File: config.mk
export PLATFORM = sky130hd
export DESIGN_NAME = sar_seg_top
export DESIGN_NICKNAME = d
export VERILOG_FILES = /design/src/hw/sar_types_pkg.sv /design/src/hw/sar_regs_pkg.sv /design/src/hw/sar_intf.sv /design/src/hw/sar_frame_fifo.sv /design/src/hw/sar_seg_regs.sv /design/src/hw/sar_segmenter.sv /design/src/hw/sar_seg_top.sv
export VERILOG_INCLUDE_DIRS = /design/src /design/src/include
export SDC_FILE = /design/constraint.sdc
export NUM_CORES = 1
export LEC_CHECK = 0
export BUFFER_PORTS_ARGS = -buffer_cell sky130_fd_sc_hd__clkbuf_2
export CORE_AREA = 4 4 149 151
export DETAILED_ROUTE_END_ITERATION = 10
export DIE_AREA = 0 0 153 155
export HOLD_SLACK_MARGIN = 0.03
export PLACE_DENSITY = 0.72
export SYNTH_ARGS = -nofsm -noshare
export SYNTH_HDL_FRONTEND = slang
export SYNTH_SLANG_ARGS = --single-unit
File: constraint.sdc
create_clock -name clk -period 3.1 [get_ports clk]
set_input_delay 0.31 -clock clk [delete_from_list [all_inputs] [get_ports clk]]
set_output_delay 0.31 -clock clk [all_outputs]
set_load 0.01 [all_outputs]
File: src/include/sar_cfg.svh
`ifndef SAR_CFG_SVH
`define SAR_CFG_SVH

// ----------------------------------------------------------
// Segmentation engine configuration
// ----------------------------------------------------------

// Frame buffers addressable by a descriptor
`define SAR_NUM_BUFFERS 16

// Largest frame in bytes
`define SAR_MAX_FRAME_SIZE 4096

// Segment length limits in bytes
`define SAR_MAX_SEG_LEN 1024
`define SAR_DEFAULT_SEG_LEN 64

// Frame descriptors waiting ahead of the segmenter
`define SAR_FIFO_DEPTH 4

`endif

File: src/hw/sar_types_pkg.sv
`include "sar_cfg.svh"

package sar_types_pkg;

    // ----------------------------------------------------------
    // Data-path widths
    // ----------------------------------------------------------

    // Buffer index
    typedef logic [$clog2(`SAR_NUM_BUFFERS)-1:0] buf_id_t;

    // Frame length, 0 up to and including the maximum frame size
    typedef logic [$clog2(`SAR_MAX_FRAME_SIZE+1)-1:0] frame_len_t;

    // Byte offset inside a frame
    typedef logic [$clog2(`SAR_MAX_FRAME_SIZE)-1:0] offset_t;

    // Segment length, 0 up to and including the maximum segment length
    typedef logic [$clog2(`SAR_MAX_SEG_LEN+1)-1:0] seg_len_t;

endpackage : sar_types_pkg

File: src/hw/sar_regs_pkg.sv
package sar_regs_pkg;

    typedef logic [2:0]  reg_addr_t;
    typedef logic [31:0] reg_data_t;

    // Register map
    typedef enum logic [2:0] {
        CONTROL     = 3'd0,
        CONFIG      = 3'd1,
        STATUS      = 3'd2,
        INFO        = 3'd3,
        FRAME_COUNT = 3'd4,
        SEG_COUNT   = 3'd5
    } reg_addr_e;

    // STATUS layout
    typedef struct packed {
        logic [29:0] rsvd;
        logic        init_done;
        logic        blk_srst;
    } status_reg_t;

    // INFO layout
    typedef struct packed {
        logic [15:0] max_seg_len;
        logic [7:0]  rsvd;
        logic [7:0]  num_buffers;
    } info_reg_t;

endpackage : sar_regs_pkg

File: src/hw/sar_intf.sv
`timescale 1ns/10ps

// ----------------------------------------------------------
// Frame descriptor link, queue to segmenter
// ----------------------------------------------------------
interface sar_frame_if;
    import sar_types_pkg::*;

    logic       valid;
    logic       ready;
    buf_id_t    buf_id;
    frame_len_t len;

    modport src (
        output valid,
        output buf_id,
        output len,
        input  ready
    );

    modport dst (
        input  valid,
        input  buf_id,
        input  len,
        output ready
    );

endinterface : sar_frame_if

// ----------------------------------------------------------
// Control link, register block to segmenter
// ----------------------------------------------------------
interface sar_ctrl_if;
    import sar_types_pkg::*;

    logic     blk_srst;
    seg_len_t seg_len;
    logic     init_done;
    // One-cycle event pulses from the segmenter
    logic     frame_done;
    logic     seg_done;

    modport regs (
        output blk_srst,
        output seg_len,
        input  init_done,
        input  frame_done,
        input  seg_done
    );

    modport core (
        input  blk_srst,
        input  seg_len,
        output init_done,
        output frame_done,
        output seg_done
    );

endinterface : sar_ctrl_if

File: src/hw/sar_frame_fifo.sv
`timescale 1ns/10ps
`include "sar_cfg.svh"

module sar_frame_fifo (
    input  logic                    clk,
    input  logic                    __srst,
    input  logic                    blk_srst,
    input  logic                    in_valid,
    output logic                    in_ready,
    input  sar_types_pkg::buf_id_t  in_buf_id,
    input  sar_types_pkg::frame_len_t in_len,
    sar_frame_if.src                out
);
    import sar_types_pkg::*;

    localparam int DEPTH = `SAR_FIFO_DEPTH;
    localparam int PTR_W = (DEPTH > 1) ? $clog2(DEPTH) : 1;
    localparam int CNT_W = $clog2(DEPTH + 1);

    // Descriptor storage
    buf_id_t    mem_buf_id [DEPTH];
    frame_len_t mem_len    [DEPTH];

    logic [PTR_W-1:0] wr_ptr;
    logic [PTR_W-1:0] rd_ptr;
    logic [CNT_W-1:0] count;

    logic wr_en;
    logic rd_en;
    logic full;

    assign full     = (count == CNT_W'(DEPTH));
    assign in_ready = !full && !blk_srst;
    assign wr_en    = in_valid && in_ready;
    assign rd_en    = out.valid && out.ready;

    // Head of queue straight from storage
    assign out.valid  = (count != '0);
    assign out.buf_id = mem_buf_id[rd_ptr];
    assign out.len    = mem_len[rd_ptr];

    always_ff @(posedge clk) begin
        if (wr_en) begin
            mem_buf_id[wr_ptr] <= in_buf_id;
            mem_len[wr_ptr]    <= in_len;
        end
    end

    // ----------------------------------------------------------
    // Pointers and occupancy
    // ----------------------------------------------------------
    always_ff @(posedge clk) begin
        if (__srst || blk_srst) begin
            wr_ptr <= '0;
            rd_ptr <= '0;
            count  <= '0;
        end else begin
            if (wr_en) begin
                wr_ptr <= (wr_ptr == PTR_W'(DEPTH - 1)) ? '0 : wr_ptr + 1'b1;
            end
            if (rd_en) begin
                rd_ptr <= (rd_ptr == PTR_W'(DEPTH - 1)) ? '0 : rd_ptr + 1'b1;
            end
            if (wr_en && !rd_en) begin
                count <= count + 1'b1;
            end else if (rd_en && !wr_en) begin
                count <= count - 1'b1;
            end
        end
    end

    // A full queue stays full until the segmenter takes an entry
    a_full_hold: assert property (@(posedge clk) disable iff (__srst || blk_srst)
        (full && !rd_en) |=> full);

    a_count_bound: assert property (@(posedge clk) disable iff (__srst)
        count <= CNT_W'(DEPTH));

endmodule : sar_frame_fifo

File: src/hw/sar_seg_regs.sv
`timescale 1ns/10ps
`include "sar_cfg.svh"

module sar_seg_regs (
    input  logic                    clk,
    input  logic                    __srst,
    input  logic                    reg_wr_en,
    input  logic                    reg_rd_en,
    input  sar_regs_pkg::reg_addr_t reg_addr,
    input  sar_regs_pkg::reg_data_t reg_wr_data,
    output sar_regs_pkg::reg_data_t reg_rd_data,
    sar_ctrl_if.regs                ctrl
);
    import sar_regs_pkg::*;
    import sar_types_pkg::*;

    logic        ctrl_reset;
    seg_len_t    cfg_seg_len;
    reg_data_t   frame_count;
    reg_data_t   seg_count;
    status_reg_t status;
    info_reg_t   info;
    logic        cfg_wr_ok;

    // ----------------------------------------------------------
    // Writable registers
    // ----------------------------------------------------------

    // Zero or oversize lengths are dropped
    assign cfg_wr_ok = (reg_wr_data != '0) &&
                       (reg_wr_data <= reg_data_t'(`SAR_MAX_SEG_LEN));

    always_ff @(posedge clk) begin
        if (__srst) begin
            ctrl_reset  <= 1'b0;
            cfg_seg_len <= seg_len_t'(`SAR_DEFAULT_SEG_LEN);
        end else if (reg_wr_en) begin
            case (reg_addr_e'(reg_addr))
                CONTROL: ctrl_reset <= reg_wr_data[0];
                CONFIG: begin
                    if (cfg_wr_ok) begin
                        cfg_seg_len <= seg_len_t'(reg_wr_data);
                    end
                end
                default: ;
            endcase
        end
    end

    // Block reset, held while software keeps CONTROL bit 0 set
    always_ff @(posedge clk) begin
        ctrl.blk_srst <= __srst || ctrl_reset;
    end

    assign ctrl.seg_len = cfg_seg_len;

    // ----------------------------------------------------------
    // Counters
    // ----------------------------------------------------------
    always_ff @(posedge clk) begin
        if (__srst || ctrl.blk_srst) begin
            frame_count <= '0;
            seg_count   <= '0;
        end else begin
            if (ctrl.frame_done) begin
                frame_count <= frame_count + 1'b1;
            end
            if (ctrl.seg_done) begin
                seg_count <= seg_count + 1'b1;
            end
        end
    end

    // ----------------------------------------------------------
    // Read path
    // ----------------------------------------------------------
    always_comb begin
        status           = '0;
        status.blk_srst  = ctrl.blk_srst;
        status.init_done = ctrl.init_done;
        info             = '0;
        info.num_buffers = 8'(`SAR_NUM_BUFFERS);
        info.max_seg_len = 16'(`SAR_MAX_SEG_LEN);
    end

    // Read data held until the next read strobe
    always_ff @(posedge clk) begin
        if (reg_rd_en) begin
            case (reg_addr_e'(reg_addr))
                CONTROL:     reg_rd_data <= reg_data_t'(ctrl_reset);
                CONFIG:      reg_rd_data <= reg_data_t'(cfg_seg_len);
                STATUS:      reg_rd_data <= reg_data_t'(status);
                INFO:        reg_rd_data <= reg_data_t'(info);
                FRAME_COUNT: reg_rd_data <= frame_count;
                SEG_COUNT:   reg_rd_data <= seg_count;
                default:     reg_rd_data <= '0;
            endcase
        end
    end

endmodule : sar_seg_regs

File: src/hw/sar_segmenter.sv
`timescale 1ns/10ps
`include "sar_cfg.svh"

module sar_segmenter (
    input  logic                     clk,
    sar_frame_if.dst                 frame,
    sar_ctrl_if.core                 ctrl,
    input  logic                     seg_ready,
    output logic                     seg_valid,
    output sar_types_pkg::buf_id_t   seg_buf_id,
    output sar_types_pkg::offset_t   seg_offset,
    output sar_types_pkg::seg_len_t  seg_len,
    output logic                     seg_last
);
    import sar_types_pkg::*;

    typedef enum logic [1:0] {
        RESET,
        READY,
        PROCESSING,
        DONE
    } state_t;

    state_t state;
    state_t nxt_state;

    logic accept;
    logic seg_xfer;

    // Per-frame and per-segment context
    seg_len_t   cur_seg_len;
    frame_len_t remaining;
    offset_t    offset;
    logic       last;
    frame_len_t remaining_nxt;

    assign accept   = frame.valid && frame.ready;
    assign seg_xfer = seg_valid && seg_ready;

    // ----------------------------------------------------------
    // FSM
    // ----------------------------------------------------------
    always_ff @(posedge clk) begin
        if (ctrl.blk_srst) begin
            state <= RESET;
        end else begin
            state <= nxt_state;
        end
    end

    always_comb begin
        nxt_state = state;
        case (state)
            RESET:      nxt_state = READY;
            READY:      if (accept) nxt_state = PROCESSING;
            PROCESSING: if (seg_xfer && last) nxt_state = DONE;
            DONE:       nxt_state = READY;
            default:    nxt_state = RESET;
        endcase
    end

    assign frame.ready     = (state == READY);
    assign seg_valid       = (state == PROCESSING);
    assign ctrl.init_done  = (state != RESET);
    assign ctrl.frame_done = accept;
    assign ctrl.seg_done   = seg_xfer;

    // ----------------------------------------------------------
    // Segment tracking
    // ----------------------------------------------------------
    assign remaining_nxt = remaining - frame_len_t'(cur_seg_len);

    // Segment length is taken from CONFIG at accept and kept for the frame
    always_ff @(posedge clk) begin
        if (accept) begin
            seg_buf_id  <= frame.buf_id;
            cur_seg_len <= ctrl.seg_len;
            remaining   <= frame.len;
            offset      <= '0;
            last        <= (frame.len <= frame_len_t'(ctrl.seg_len));
        end else if (seg_xfer) begin
            remaining <= remaining_nxt;
            offset    <= offset + offset_t'(cur_seg_len);
            last      <= (remaining_nxt <= frame_len_t'(cur_seg_len));
        end
    end

    // Final segment carries whatever is left
    assign seg_offset = offset;
    assign seg_last   = last;
    assign seg_len    = last ? seg_len_t'(remaining) : cur_seg_len;

    // ----------------------------------------------------------
    // Assertions
    // ----------------------------------------------------------
    a_frame_len: assert property (@(posedge clk) disable iff (ctrl.blk_srst)
        accept |-> (frame.len >= 1) && (frame.len <= `SAR_MAX_FRAME_SIZE));

    a_seg_stable: assert property (@(posedge clk) disable iff (ctrl.blk_srst)
        (seg_valid && !seg_ready) |=>
            seg_valid && $stable({seg_buf_id, seg_offset, seg_len, seg_last}));

    // A segment only starts on the cycle after a frame is accepted
    a_seg_after_accept: assert property (@(posedge clk) disable iff (ctrl.blk_srst)
        $rose(seg_valid) |-> $past(accept));

endmodule : sar_segmenter

File: src/hw/sar_seg_top.sv
`timescale 1ns/10ps

module sar_seg_top (
    input  logic                      clk,
    input  logic                      __srst,
    // Frame descriptors in
    input  logic                      frame_valid,
    output logic                      frame_ready,
    input  sar_types_pkg::buf_id_t    frame_buf_id,
    input  sar_types_pkg::frame_len_t frame_len,
    // Segment descriptors out
    input  logic                      seg_ready,
    output logic                      seg_valid,
    output sar_types_pkg::buf_id_t    seg_buf_id,
    output sar_types_pkg::offset_t    seg_offset,
    output sar_types_pkg::seg_len_t   seg_len,
    output logic                      seg_last,
    output logic                      init_done,
    // Register strobe port
    input  logic                      reg_wr_en,
    input  logic                      reg_rd_en,
    input  sar_regs_pkg::reg_addr_t   reg_addr,
    input  sar_regs_pkg::reg_data_t   reg_wr_data,
    output sar_regs_pkg::reg_data_t   reg_rd_data
);

    sar_frame_if frame_if ();
    sar_ctrl_if  ctrl_if ();

    assign init_done = ctrl_if.init_done;

    // ----------------------------------------------------------
    // Descriptor queue
    // ----------------------------------------------------------
    sar_frame_fifo i_frame_fifo (
        .clk       ( clk ),
        .__srst    ( __srst ),
        .blk_srst  ( ctrl_if.blk_srst ),
        .in_valid  ( frame_valid ),
        .in_ready  ( frame_ready ),
        .in_buf_id ( frame_buf_id ),
        .in_len    ( frame_len ),
        .out       ( frame_if.src )
    );

    // ----------------------------------------------------------
    // Registers and block reset
    // ----------------------------------------------------------
    sar_seg_regs i_seg_regs (
        .clk         ( clk ),
        .__srst      ( __srst ),
        .reg_wr_en   ( reg_wr_en ),
        .reg_rd_en   ( reg_rd_en ),
        .reg_addr    ( reg_addr ),
        .reg_wr_data ( reg_wr_data ),
        .reg_rd_data ( reg_rd_data ),
        .ctrl        ( ctrl_if.regs )
    );

    // ----------------------------------------------------------
    // Segmenter
    // ----------------------------------------------------------
    sar_segmenter i_segmenter (
        .clk        ( clk ),
        .frame      ( frame_if.dst ),
        .ctrl       ( ctrl_if.core ),
        .seg_ready  ( seg_ready ),
        .seg_valid  ( seg_valid ),
        .seg_buf_id ( seg_buf_id ),
        .seg_offset ( seg_offset ),
        .seg_len    ( seg_len ),
        .seg_last   ( seg_last )
    );

endmodule : sar_seg_top

# --- Word level (Yosys, flattened, before mapping) ---
# Memory sizes are Yosys's and may differ from the RTL's. A register that Yosys moved wholly into a read port is not among the register bits.
# Cells that the tools add are included.
op_classes:
  n_bitwise: 0
  n_addsub: 8
  order_cmp: 3
  eq_ne: 13
  n_shift: 0
  muxes: 17
  n_mul: 0
  div: 0
  reduce_logical: 25
op_table:
  columns: ["cell", "n"]
  rows:
  - ["32-bit case mux with 6 select lines", 1]
  - ["32-bit by 1-bit adder with 32-bit output (second input constant)", 2]
  - ["32-bit by 11-bit less-or-equal comparator with 1-bit output (second input constant)", 1]
  - ["32-bit nonzero test", 1]
  - ["13-bit by 11-bit less-or-equal comparator with 1-bit output", 2]
  - ["13-bit 2-to-1 mux", 2]
  - ["13-bit by 11-bit subtractor with 13-bit output", 1]
  - ["12-bit by 11-bit adder with 12-bit output", 1]
  - ["2-bit 2-to-1 mux", 6]
  - ["11-bit 2-to-1 mux", 1]
  - ["3-bit == test (second input constant)", 3]
  - ["2-bit == test (second input constant)", 4]
  - ["1-bit logical AND", 8]
  - ["3-bit by 2-bit == test with 1-bit output (second input constant)", 2]
  - ["3-bit 2-to-1 mux", 2]
  - ["2-bit case mux with 3 select lines", 1]
  - ["2-bit nonzero test", 3]
  - ["2-bit by 1-bit adder with 2-bit output (second input constant)", 2]
  - ["1-bit logical NOT", 4]
  - ["1-bit 2-to-1 mux", 4]
  - ["2-bit inequality test (second input constant)", 2]
  - ["2-bit AND reduction", 2]
  - ["3-bit by 1-bit adder with 3-bit output (second input constant)", 1]
  - ["3-bit by 1-bit == test with 1-bit output (second input constant)", 1]
  - ["other kinds (8)", 9]
word_totals:
  latch_bits: 0
  n_memories: 2
  rom_bits: 0
  output_inout_bits: 63
  ff_bits: 155
  word_cells: 82
  mem_bits_rw: 68
  input_bits: 58
mem_list:
  columns: ["name", "depth", "word_bits", "read_ports", "rd_ports_with_merged_regs", "wr", "line", "rtl"]
  rows:
  - ["i_frame_fifo.mem_len", 4, 13, 1, 1, 1, "sar_frame_fifo.sv:22", "frame_len_t mem_len [DEPTH];"]
  - ["i_frame_fifo.mem_buf_id", 4, 4, 1, 1, 1, "sar_frame_fifo.sv:21", "buf_id_t mem_buf_id [DEPTH];"]

# --- Logic depth before layout (Yosys ltp) ---
# Gate-level depths: netlist (run 1).
logic_depth:
  depth_word: 8
  depth_mapped: 16
  mapped_depth_nobuf: 16

# --- Cells and area by module ---
# From an unflattened synthesis (run 1), not the netlist that was laid out.
unflattened:
  hier_cells: 1081
  hier_area_um2: 11632.4
modules_own_cells:
  columns: ["mod", "instances", "cells_each", "seq_area_each_um2", "area_each_um2"]
  rows:
  - ["sar_seg_regs", 1, 588, 2502.4, 5465.2]
  - ["sar_segmenter", 1, 352, 1151.1, 3221.8]
  - ["sar_frame_fifo", 1, 141, 2222.1, 2945.3]

# --- Worst setup path before layout (run 1) ---
# No wires, ideal clock.
synth_timing:
  kind: "register to register"
  from: "reg i_segmenter.remaining[0]"
  to: "reg i_segmenter.last (netlist: i_segmenter.seg_last), data pin"
  setup_time_ns: 0.188
  arrival_time_ns: 2.939
  stages_incl_launch_ff: 17
  setup_slack_ns: -0.027
  path_buffers: 0
  required_ns: 2.912
  cell_sequence: "edfxtp_1 inv_1 ha_1 inv_1 fa_1 a211oi_1 o21ai_1 a21o_1 a21o_1 mux2i_1 a211oi_1 ha_1 nand4_1 nor2_1 a21oi_1 a22oi_1 o41ai_1"
synth_between:
  elab_chain_cells: 4
synth_rtl:
  columns: ["element", "line", "rtl"]
  rows:
  - ["start, declared", "sar_segmenter.sv:32", "frame_len_t remaining;"]
  - ["start signal, assigned", "sar_segmenter.sv:78", "remaining <= frame.len;"]
  - ["start signal, assigned", "sar_segmenter.sv:82", "remaining <= remaining_nxt;"]
  - ["13-bit by 11-bit subtractor with 13-bit output", "sar_segmenter.sv:71", "assign remaining_nxt = remaining - frame_len_t'(cur_seg_len);"]
  - ["13-bit by 11-bit less-or-equal comparator with 1-bit output", "sar_segmenter.sv:84", "last <= (remaining_nxt <= frame_len_t'(cur_seg_len));"]
  - ["1-bit 2-to-1 mux", "sar_segmenter.sv:81", "end else if (seg_xfer) begin"]
  - ["1-bit 2-to-1 mux", "sar_segmenter.sv:75", "if (accept) begin"]
  - ["end signal, assigned", "sar_segmenter.sv:80", "last <= (frame.len <= frame_len_t'(ctrl.seg_len));"]
  - ["end signal, assigned", "sar_segmenter.sv:84", null]
  - ["end, declared", "sar_segmenter.sv:34", "logic last;"]
# No other way between the ends. The select of a mux whose other input is x is not followed.
# A chain may end at the register's enable or synchronous reset.

# --- Worst setup path after layout (run 1) ---
# Ends and elaborated chain as after synthesis.

==> impl_metrics.json, run 1 <==
{
  "wl_per_cell_um": 17.7,
  "maxCapViolations": 0,
  "clock-sinks": 229,
  "path_max_fanout": 2,
  "synth_seq_cells": 229,
  "violations": "setup timing",
  "critPathTopFamily": "compound AO/OA/AOI/OAI gates",
  "gp_congestion": 0.881,
  "hold_viol": 0,
  "tightest_slew_ns": 0.914,
  "yosys-top-cells-area": "edfxtp_1 (36%), dfxtp_1 (18%), ha_1 (6.3%)",
  "h-tree-depth": 1,
  "port_buffers": 120,
  "place_area_um2": 11900,
  "synthesis.area_um2": 10900,
  "finalCriticalPeriod_ns": 3.27,
  "fillers": 1663,
  "critPathCaptureType": "flip-flop",
  "fp.coreArea_um2": 20800,
  "cp.required_ns": 3.36,
  "synth_area_leader_cell": "edfxtp_1",
  "leakage_uw": 0.00510,
  "period_share_pct": 105,
  "critical_path.cell_chain": "inv_1, ha_2, inv_2, fa_2, a211oi_4, o21ai_2, a21o_1, a21o_1, mux2i_2, a211oi_2, ha_1, nand4_1, nor2_2, a21oi_1, a22oi_1, o41ai_2",
  "grt_antenna_before_repair": 0,
  "finalSetupViolCount": 1,
  "crit_buf_inv": 2,
  "synth-warning-count": 0,
  "start_util_pct": 52.3,
  "drive_gt1_share_pct": 21.9,
  "clock_skew_ns": 0.0123,
  "cts_root_buf": "clkbuf_16",
  "grt_max_degree": 33,
  "fp.dieH_um": 155,
  "final-seq-area_um2": 5880,
  "die_w_um": 153,
  "clock_latency_ns": 0.52,
  "vias_per_cell": 5.58,
  "synth.distinct_cells": 64,
  "busiest_layer": "met2",
  "clk_pin_slew_ns": 0.06,
  "slew_headroom_pct": 39.0,
  "synth_cells": 965,
  "die_area_um2": 23700,
  "diodes": 0,
  "cts_buffer_depth": 3,
  "power_density_nw_per_um2": 651,
  "met1_usage_pct": 29.9,
  "arrival_ns": 3.53,
  "wirelength_um": 25100,
  "met2_usage_pct": 33.1,
  "grt_use_met3_pct": 3.23,
  "slew_viol_final": 0,
  "slowest_delay_ns": 0.39,
  "cts_tree": "yes",
  "post-synth-top-area-fraction_pct": 35.5,
  "drc": 0,
  "nets": 1242,
  "finish.instance_area_um2": 13000,
  "postRouteAntennaNets": 0,
  "fin_ws_ns": -0.166,
  "cts_made_buffers": 25,
  "ys_async_sr_fraction_pct": 0,
  "grt_pass1_vias": 7704,
  "grt_use_total_pct": 21.0,
  "firstDrtPassIters": 6,
  "num_io_pins": 121,
  "dp_hpwl_um": 18000,
  "max_freq_ghz": 0.306,
  "hold_class": "primary input to flip-flop",
  "critPathKind": "flip-flop to flip-flop",
  "num_vias": 7920,
  "syn_to_final_growth_pct": 19.4,
  "fp-row-count": 53,
  "finalSetupTns_ns": -0.166,
  "synth-edff-count": 129,
  "start_kind": "flip-flop",
  "multi_input_area_um2": 4800,
  "grt_pass1_wl_um": 40500,
  "overflow": 0,
  "ir_drop_mv": 0.518,
  "crit_path_top_delay_cell": "edfxtp_1",
  "rsz0062_at_grt": "yes",
  "syn_nets": 1081,
  "initialDrtViolationCount": 608,
  "cpMostUsedCell": "a21o_1",
  "synth_area_per_cell_um2": 11.3,
  "ys_seq_area_share_pct": 53.9,
  "status": "complete, but fails checks",
  "synth_ff_type": "edfxtp_1"
}
==> worst reg2reg max path, delay by kind of cell (launching register included) <==
kind	cells	cell delay, ns
muxes	1	0.24
buffers and inverters	2	0.12
and+or+nand+nor	2	0.24
AOI/OAI and AO/OA	8	1.17
DFF	1	0.39
adders and majority gates	3	0.86
==> Yosys cell counts (17+ instances only) <==
library cell	instances
a21oi_1	36
a22o_1	19
and3_1	19
clkbuf_1	30
dfxtp_1	100
edfxtp_1	129
ha_1	55
inv_1	35
mux2i_1	19
mux4_2	17
nand2_1	75
nand3_1	31
nor2_1	124
o21ai_0	40
xnor2_1	22
xor2_1	51
==> repair_timing <==
item	4_1_cts	5_1_grt
setup buffers	4	4
endpoints found under the hold margin	64	0
gates resized for setup	5	5
pin swaps	10	7
endpoints found under the setup margin	1	1
cloned	0	0
hold buffers	16	0
==> layout make-up <==
cell class / instances / area share (%)
repair buffers: 169 / 7.75
clock inverters: 11 / 1.04
inverters: 36 / 1.04
clock buffers: 35 / 5.48
flip-flops and latches: 229 / 45.2
well taps: 275 / 2.65
multi-input cells: 665 / 36.9
==> per-layer routing <==
metal	routed length, µm	part of all wire (%)
met5	0	0
met4	835	3.3
met2	11300	45
met3	1480	5.9
met1	11500	46
==> sequential cells by signal (all words and copies together) (netlist names), 4 cells and up, named ones only <==
name and cells:
i_seg_regs.ctrl.seg_len 11, i_seg_regs.seg_count 32, i_seg_regs.reg_rd_data 32, i_frame_fifo.mem_buf_id 16, i_segmenter.seg_offset 12, i_segmenter.cur_seg_len 11, i_seg_regs.frame_count 32, i_frame_fifo.mem_len 52
i_segmenter.remaining 13, i_segmenter.seg_buf_id 4
==> cell usage in the layout (no fill, tap or decap), types with 11 or more instances in the layout <==
cell type	count
clkbuf_2	120
o21ai_0	39
ha_1	54
and3_1	19
mux2i_1	18
a22o_1	19
nand3_1	31
mux2_2	13
buf_4	33
edfxtp_1	129
clkbuf_16	25
mux4_2	17
nand2_1	75
dlygate4sd3_1	16
xnor2_1	22
nor2_1	123
a21oi_1	36
nand4_1	13
a22oi_1	11
dfxtp_1	100
inv_1	34
xor2_1	51
==> stage by stage <==
step / instances / total power [µW] / worst slack, ns / utilization, % / hold WS [ns]
final: 1420 / 8470 / -0.166 / 62.5 / 0.0616
after detailed placement: 1350 / 5390 / -0.278 / 57.2 / 0.472
after CTS: 1416 / 8480 / -0.244 / 62.2 / 0.0341
after global routing: 1420 / 8890 / -0.363 / 62.5 / 0.0376
after global placement: 1350 / 5350 / -0.122 / 57.2 / 0.459
after floorplan: 965 / 4830 / 0.0285 / - / 0.379
==> worst paths after layout <==
check / from / to / slack, ns / depth (start not counted)
max: i_segmenter.remaining[0] / i_segmenter.seg_last / -0.17 / 16
min: frame_len[6] / i_frame_fifo.mem_len[3][6] / 0.06 / 1
max reg2reg: i_segmenter.remaining[0] / i_segmenter.seg_last / -0.17 / 16
min reg2reg: i_seg_regs.ctrl_reset / i_seg_regs.ctrl.blk_srst / 0.49 / 1
==> kinds of logic (layout without fill, tap and decap cells) <==
| family | Yosys count | in the layout | share of synthesized area [%] |
|---|---|---|---|
| compound gates | 161 | 161 | 9.74 |
| xor+xnor | 73 | 73 | 5.87 |
| fa+ha+maj | 58 | 58 | 6.87 |
| buf+inv | 71 | 251 | 2.48 |
| flops | 229 | 229 | 53.9 |
| mux | 50 | 50 | 6.71 |
| simple gates | 323 | 323 | 14.4 |
==> report_power, final <==
| part | switching, µW | total [µW] | internal, µW | leakage (µW) |
|---|---|---|---|---|
| logic | 1040 | 1860 | 820 | 0.00267 |
| clock network | 1190 | 3040 | 1850 | 0.000425 |
| registers | 146 | 3570 | 3430 | 0.00201 |
| total | 2370 | 8470 | 6100 | 0.00510 |
Note: power is estimated with default switching activity, not from simulation.
==> run 2: changes to the inputs <==
--- a/config.mk
+++ b/config.mk
@@ -12,6 +12,7 @@
 export DIE_AREA = 0 0 153 155
 export HOLD_SLACK_MARGIN = 0.03
 export PLACE_DENSITY = 0.72
+export REMOVE_ABC_BUFFERS = 1
 export SYNTH_ARGS = -nofsm -noshare
 export SYNTH_HDL_FRONTEND = slang
 export SYNTH_SLANG_ARGS = --single-unit
==> impl_metrics.json, run 2 (synthesized netlist as in run 1, its figures left out) <==
{
  "crit_buf_inv": 2,
  "fp.coreArea_um2": 20800,
  "largest-register": "i_frame_fifo.mem_len",
  "clock-sinks": 229,
  "die_area_um2": 23700,
  "slowest_delay_ns": 0.40,
  "cp.required_ns": 3.38,
  "tightest_slew_ns": 0.851,
  "nets": 1247,
  "wl_per_cell_um": 17.8,
  "diodes": 0,
  "grt_max_degree": 33,
  "rsz0062_at_grt": "yes",
  "die_w_um": 153,
  "crit_start": "i_segmenter.remaining[0]",
  "finalSetupViolCount": 1,
  "vias_per_cell": 5.60,
  "hold_viol": 0,
  "layout_commonest_cell": "edfxtp_1",
  "critPathKind": "flip-flop to flip-flop",
  "finalCriticalPeriod_ns": 3.30,
  "slew_viol_final": 0,
  "status": "complete, but fails checks",
  "port_buffers": 120,
  "clock_latency_ns": 0.55,
  "leakage_uw": 0.00511,
  "syn_to_final_growth_pct": 19.9,
  "dp_hpwl_um": 18100,
  "grt_pass1_wl_um": 40600,
  "wirelength_um": 25400,
  "gp_congestion": 0.865,
  "finalPower_uw": 8560,
  "drive_gt1_share_pct": 22.1,
  "path_depth": 16,
  "max_freq_ghz": 0.303,
  "ir_drop_mv": 0.510,
  "grt_antenna_before_repair": 0,
  "maxCapViolations": 0,
  "fillers": 1656,
  "num_vias": 7982,
  "r2r_start": "i_segmenter.remaining[0]",
  "cts_buffer_depth": 3,
  "grt_use_total_pct": 21.0,
  "fin_ws_ns": -0.198,
  "power_density_nw_per_um2": 655,
  "hold_class": "primary input to flip-flop",
  "cts_made_buffers": 25,
  "grt_pass1_vias": 7654,
  "min-delay-start": "reg_wr_data[10]",
  "drc": 0,
  "clock_skew_ns": 0.0342,
  "path_max_fanout": 2,
  "h-tree-depth": 1,
  "rr_worst_depth": 16,
  "crit_end": "i_segmenter.seg_last",
  "firstDrtPassIters": 8,
  "num_io_pins": 121,
  "fp.dieH_um": 155,
  "arrival_ns": 3.58,
  "fp-row-count": 53,
  "postRouteAntennaNets": 0,
  "clk_pin_slew_ns": 0.07,
  "start_util_pct": 52.3,
  "critPathTopFamily": "compound AO/OA/AOI/OAI gates",
  "r2r_slack_ns": -0.20,
  "period_share_pct": 106,
  "cts_tree": "yes",
  "crit_path_top_delay_cell": "edfxtp_1",
  "critPathCaptureType": "flip-flop",
  "initialDrtViolationCount": 539,
  "overflow": 0,
  "finalSetupTns_ns": -0.198,
  "largest_reg_flops": 52,
  "r2r-end": "i_segmenter.seg_last",
  "start_kind": "flip-flop",
  "cts_root_buf": "clkbuf_16",
  "violations": "setup timing",
  "critical_path.cell_chain": "inv_2, ha_4, inv_2, fa_2, a211oi_4, o21ai_2, a21o_1, a21o_1, mux2i_2, a211oi_2, ha_1, nand4_1, nor2_2, a21oi_2, a22oi_2, o41ai_1",
  "slew_headroom_pct": 43.3,
  "most-common-layout-cells": "edfxtp_1 (129), nor2_1 (123), clkbuf_2 (120)"
}
run 2: worst min-delay path by stage:
stage	to	slack, ns	depth (start not counted)
after floorplan	i_seg_regs.ctrl.seg_len[0]	0.38	1
after global placement	i_segmenter.seg_offset[11]	0.46	2
after detailed placement	i_segmenter.seg_offset[11]	0.48	2
after CTS	i_seg_regs.ctrl.seg_len[8]	0.05	3
after global routing	i_seg_regs.ctrl.seg_len[8]	0.05	3
final	i_seg_regs.ctrl.seg_len[10]	0.07	3
run 2: cell type report:
cell class                      count  area, µm²  share of cell area (%)
Sequential cell                   229       5880                    45.0
Multi-Input combinational cell    665       4810                    36.8
Timing Repair Buffer              174       1050                    8.04
Clock buffer                       36        707                    5.41
Tap cell                          275        344                    2.63
Clock inverter                     10        149                    1.14
Inverter                           36        135                    1.03
run 2: per-layer routing:
metal / track usage [%] / wire, µm / vias to the layer above
met5: 0 / 0 / -
met4: 5.81 / 600 / 0
met3: 3.56 / 1630 / 52
met2: 33.6 / 11800 / 251
met1: 30.0 / 11400 / 3833
li1: - / - / 3846
run 2: tightest hold or removal path, stage by stage:
cell and delay, ns:
clkbuf_2 0.11, o21ai_0 0.08, a21oi_1 0.06
run 2: report_power, final:
part           internal [µW]  switching, µW
clock network           1850           1220
registers               3430            150
logic                    848           1060
total                   6120           2440
run 2: repair_timing:
action                     CTS  global route
pin swaps                    6             8
hold buffers                18             0
setup endpoints to repair    1             1
hold endpoints to repair    69             0
resized for setup            5             9
setup buffers                6             2
run 2: stage by stage:
step	std cells	hold WS, ns	cell area [µm²]	worst slack, ns	utilization [%]
floorplan	930	0.379	10800	-0.0276	-
global placement	1353	0.457	11900	-0.179	57.3
detailed placement	1353	0.476	11900	-0.283	57.3
CTS	1423	0.0503	13000	-0.135	62.5
global route	1425	0.0521	13100	-0.324	62.8
finish	1425	0.0659	13100	-0.198	62.8
==> run 3: changes to the inputs <==
--- a/config.mk
+++ b/config.mk
@@ -13,6 +13,7 @@
 export HOLD_SLACK_MARGIN = 0.03
 export PLACE_DENSITY = 0.72
 export REMOVE_ABC_BUFFERS = 1
+export SKIP_CTS_REPAIR_TIMING = 1
 export SYNTH_ARGS = -nofsm -noshare
 export SYNTH_HDL_FRONTEND = slang
 export SYNTH_SLANG_ARGS = --single-unit
==> impl_metrics.json, run 3 (synthesized netlist as in run 1, its figures left out) <==
{
  "postRouteAntennaNets": 0,
  "place_area_um2": 11900,
  "clock_latency_ns": 0.55,
  "status": "complete, but fails checks",
  "cts_root_buf": "clkbuf_16",
  "rr_worst_depth": 16,
  "r2r_slack_ns": -0.18,
  "hold_depth": 3,
  "critPathCaptureType": "flip-flop",
  "grt_pass1_vias": 7536,
  "overflow": 0,
  "critPathKind": "flip-flop to flip-flop",
  "slew_viol_final": 0,
  "holdPathEnd": "i_seg_regs.ctrl.seg_len[3]",
  "finish.instance_area_um2": 13000,
  "port_buffers": 120,
  "rsz0062_at_grt": "yes",
  "cts_tree": "yes",
  "cts_made_buffers": 25,
  "firstDrtPassIters": 5,
  "die_w_um": 153,
  "hold_viol": 0,
  "crit_path_top_delay_cell": "edfxtp_1",
  "largest_reg_flops": 52,
  "wirelength_um": 25200,
  "syn_to_final_growth_pct": 19.7,
  "path_max_fanout": 2,
  "cts_buffer_depth": 3,
  "fin_ws_ns": -0.185,
  "fp.coreArea_um2": 20800,
  "critical_path.cell_chain": "inv_2, ha_4, inv_2, fa_2, a211oi_2, o21ai_2, a21o_1, a21o_1, mux2i_2, a211oi_2, ha_1, nand4_1, nor2_2, a21oi_2, a22oi_2, o41ai_2",
  "slowest_delay_ns": 0.40,
  "initialDrtViolationCount": 583,
  "finalPower_uw": 8520,
  "fillers": 1669,
  "fp.dieH_um": 155,
  "placed_cells": 1353,
  "crit_start": "i_segmenter.remaining[0]",
  "drc": 0,
  "r2r_start": "i_segmenter.remaining[0]",
  "vias_per_cell": 5.58,
  "tightest_slew_ns": 0.837,
  "ir_drop_mv": 0.508,
  "grt_use_total_pct": 20.7,
  "period_share_pct": 106,
  "power_density_nw_per_um2": 653,
  "diodes": 0,
  "grt_antenna_before_repair": 0,
  "hold_class": "primary input to flip-flop",
  "fp-row-count": 53,
  "finalSetupViolCount": 1,
  "slew_headroom_pct": 44.2,
  "max_freq_ghz": 0.304,
  "die_area_um2": 23700,
  "gp_congestion": 0.865,
  "grt_max_degree": 33,
  "layout_commonest_cell": "edfxtp_1",
  "fin_util_pct": 62.6,
  "num_vias": 7936,
  "largest-register": "i_frame_fifo.mem_len",
  "clk_pin_slew_ns": 0.07,
  "cp.required_ns": 3.38,
  "r2r-end": "i_segmenter.seg_last",
  "final_cells": 1421,
  "h-tree-depth": 1,
  "maxCapViolations": 0,
  "dp_hpwl_um": 18100,
  "arrival_ns": 3.57,
  "start_kind": "flip-flop",
  "nets": 1243,
  "finalCriticalPeriod_ns": 3.28,
  "start_util_pct": 52.3,
  "wl_per_cell_um": 17.8,
  "leakage_uw": 0.00510,
  "drive_gt1_share_pct": 21.9,
  "clock-sinks": 229,
  "violations": "setup timing",
  "min-delay-start": "reg_wr_data[3]",
  "most-common-layout-cells": "edfxtp_1 (129), nor2_1 (123), clkbuf_2 (120)",
  "clock_skew_ns": 0.0366,
  "num_io_pins": 121,
  "grt_pass1_wl_um": 39900
}
run 3: cell types whose count changed in the layout (fill, tap and decap cells not counted), sizes merged:
cell and delta:
buf -4
run 3: routing by layer:
metal  GRT usage (%)  routed length, µm
met1            29.6              11400
met5               0                  0
met2            32.7              11700
met4            6.15                626
met3            3.62               1510
run 3: worst max-delay path by stage:
| stage | endpoint | slack, ns | cells past startpoint |
|---|---|---|---|
| 2_1_floorplan | i_segmenter.seg_last | -0.03 | 16 |
| 3_3_place_gp | i_segmenter.seg_last | -0.18 | 16 |
| 3_5_place_dp | i_segmenter.seg_last | -0.28 | 16 |
| 4_1_cts | i_segmenter.seg_last | -0.30 | 16 |
| 5_1_grt | i_segmenter.seg_last | -0.37 | 16 |
| 6_report | i_segmenter.seg_last | -0.18 | 16 |
run 3: layout make-up:
type	count	area (µm²)	area share [%]
Sequential cell	229	5880	45.1
Multi-Input combinational cell	665	4810	36.9
Timing Repair Buffer	170	1020	7.83
Clock buffer	36	707	5.42
Tap cell	275	344	2.64
Clock inverter	10	149	1.14
Inverter	36	135	1.04
run 3: per-stage QoR:
step           hold WS [ns]  TNS (ns)  setup WS (ns)
2_1_floorplan         0.379   -0.0276        -0.0276
3_3_place_gp          0.457    -0.179         -0.179
3_5_place_dp          0.476    -0.283         -0.283
4_1_cts             -0.0347    -0.303         -0.303
5_1_grt              0.0521    -0.365         -0.365
6_report             0.0664    -0.185         -0.185
run 3: critical path: cells and delay by family, from the launching register on:
kind | cells | cell delay, ns
AOI/OAI and AO/OA | 8 | 1.18
adders and majority gates | 3 | 0.81
buffers and inverters | 2 | 0.13
DFF | 1 | 0.40
muxes | 1 | 0.23
and+or+nand+nor | 2 | 0.27
run 3: power breakdown:
group	internal (µW)	switching, µW
logic	827	1050
registers	3430	150
clock network	1850	1220
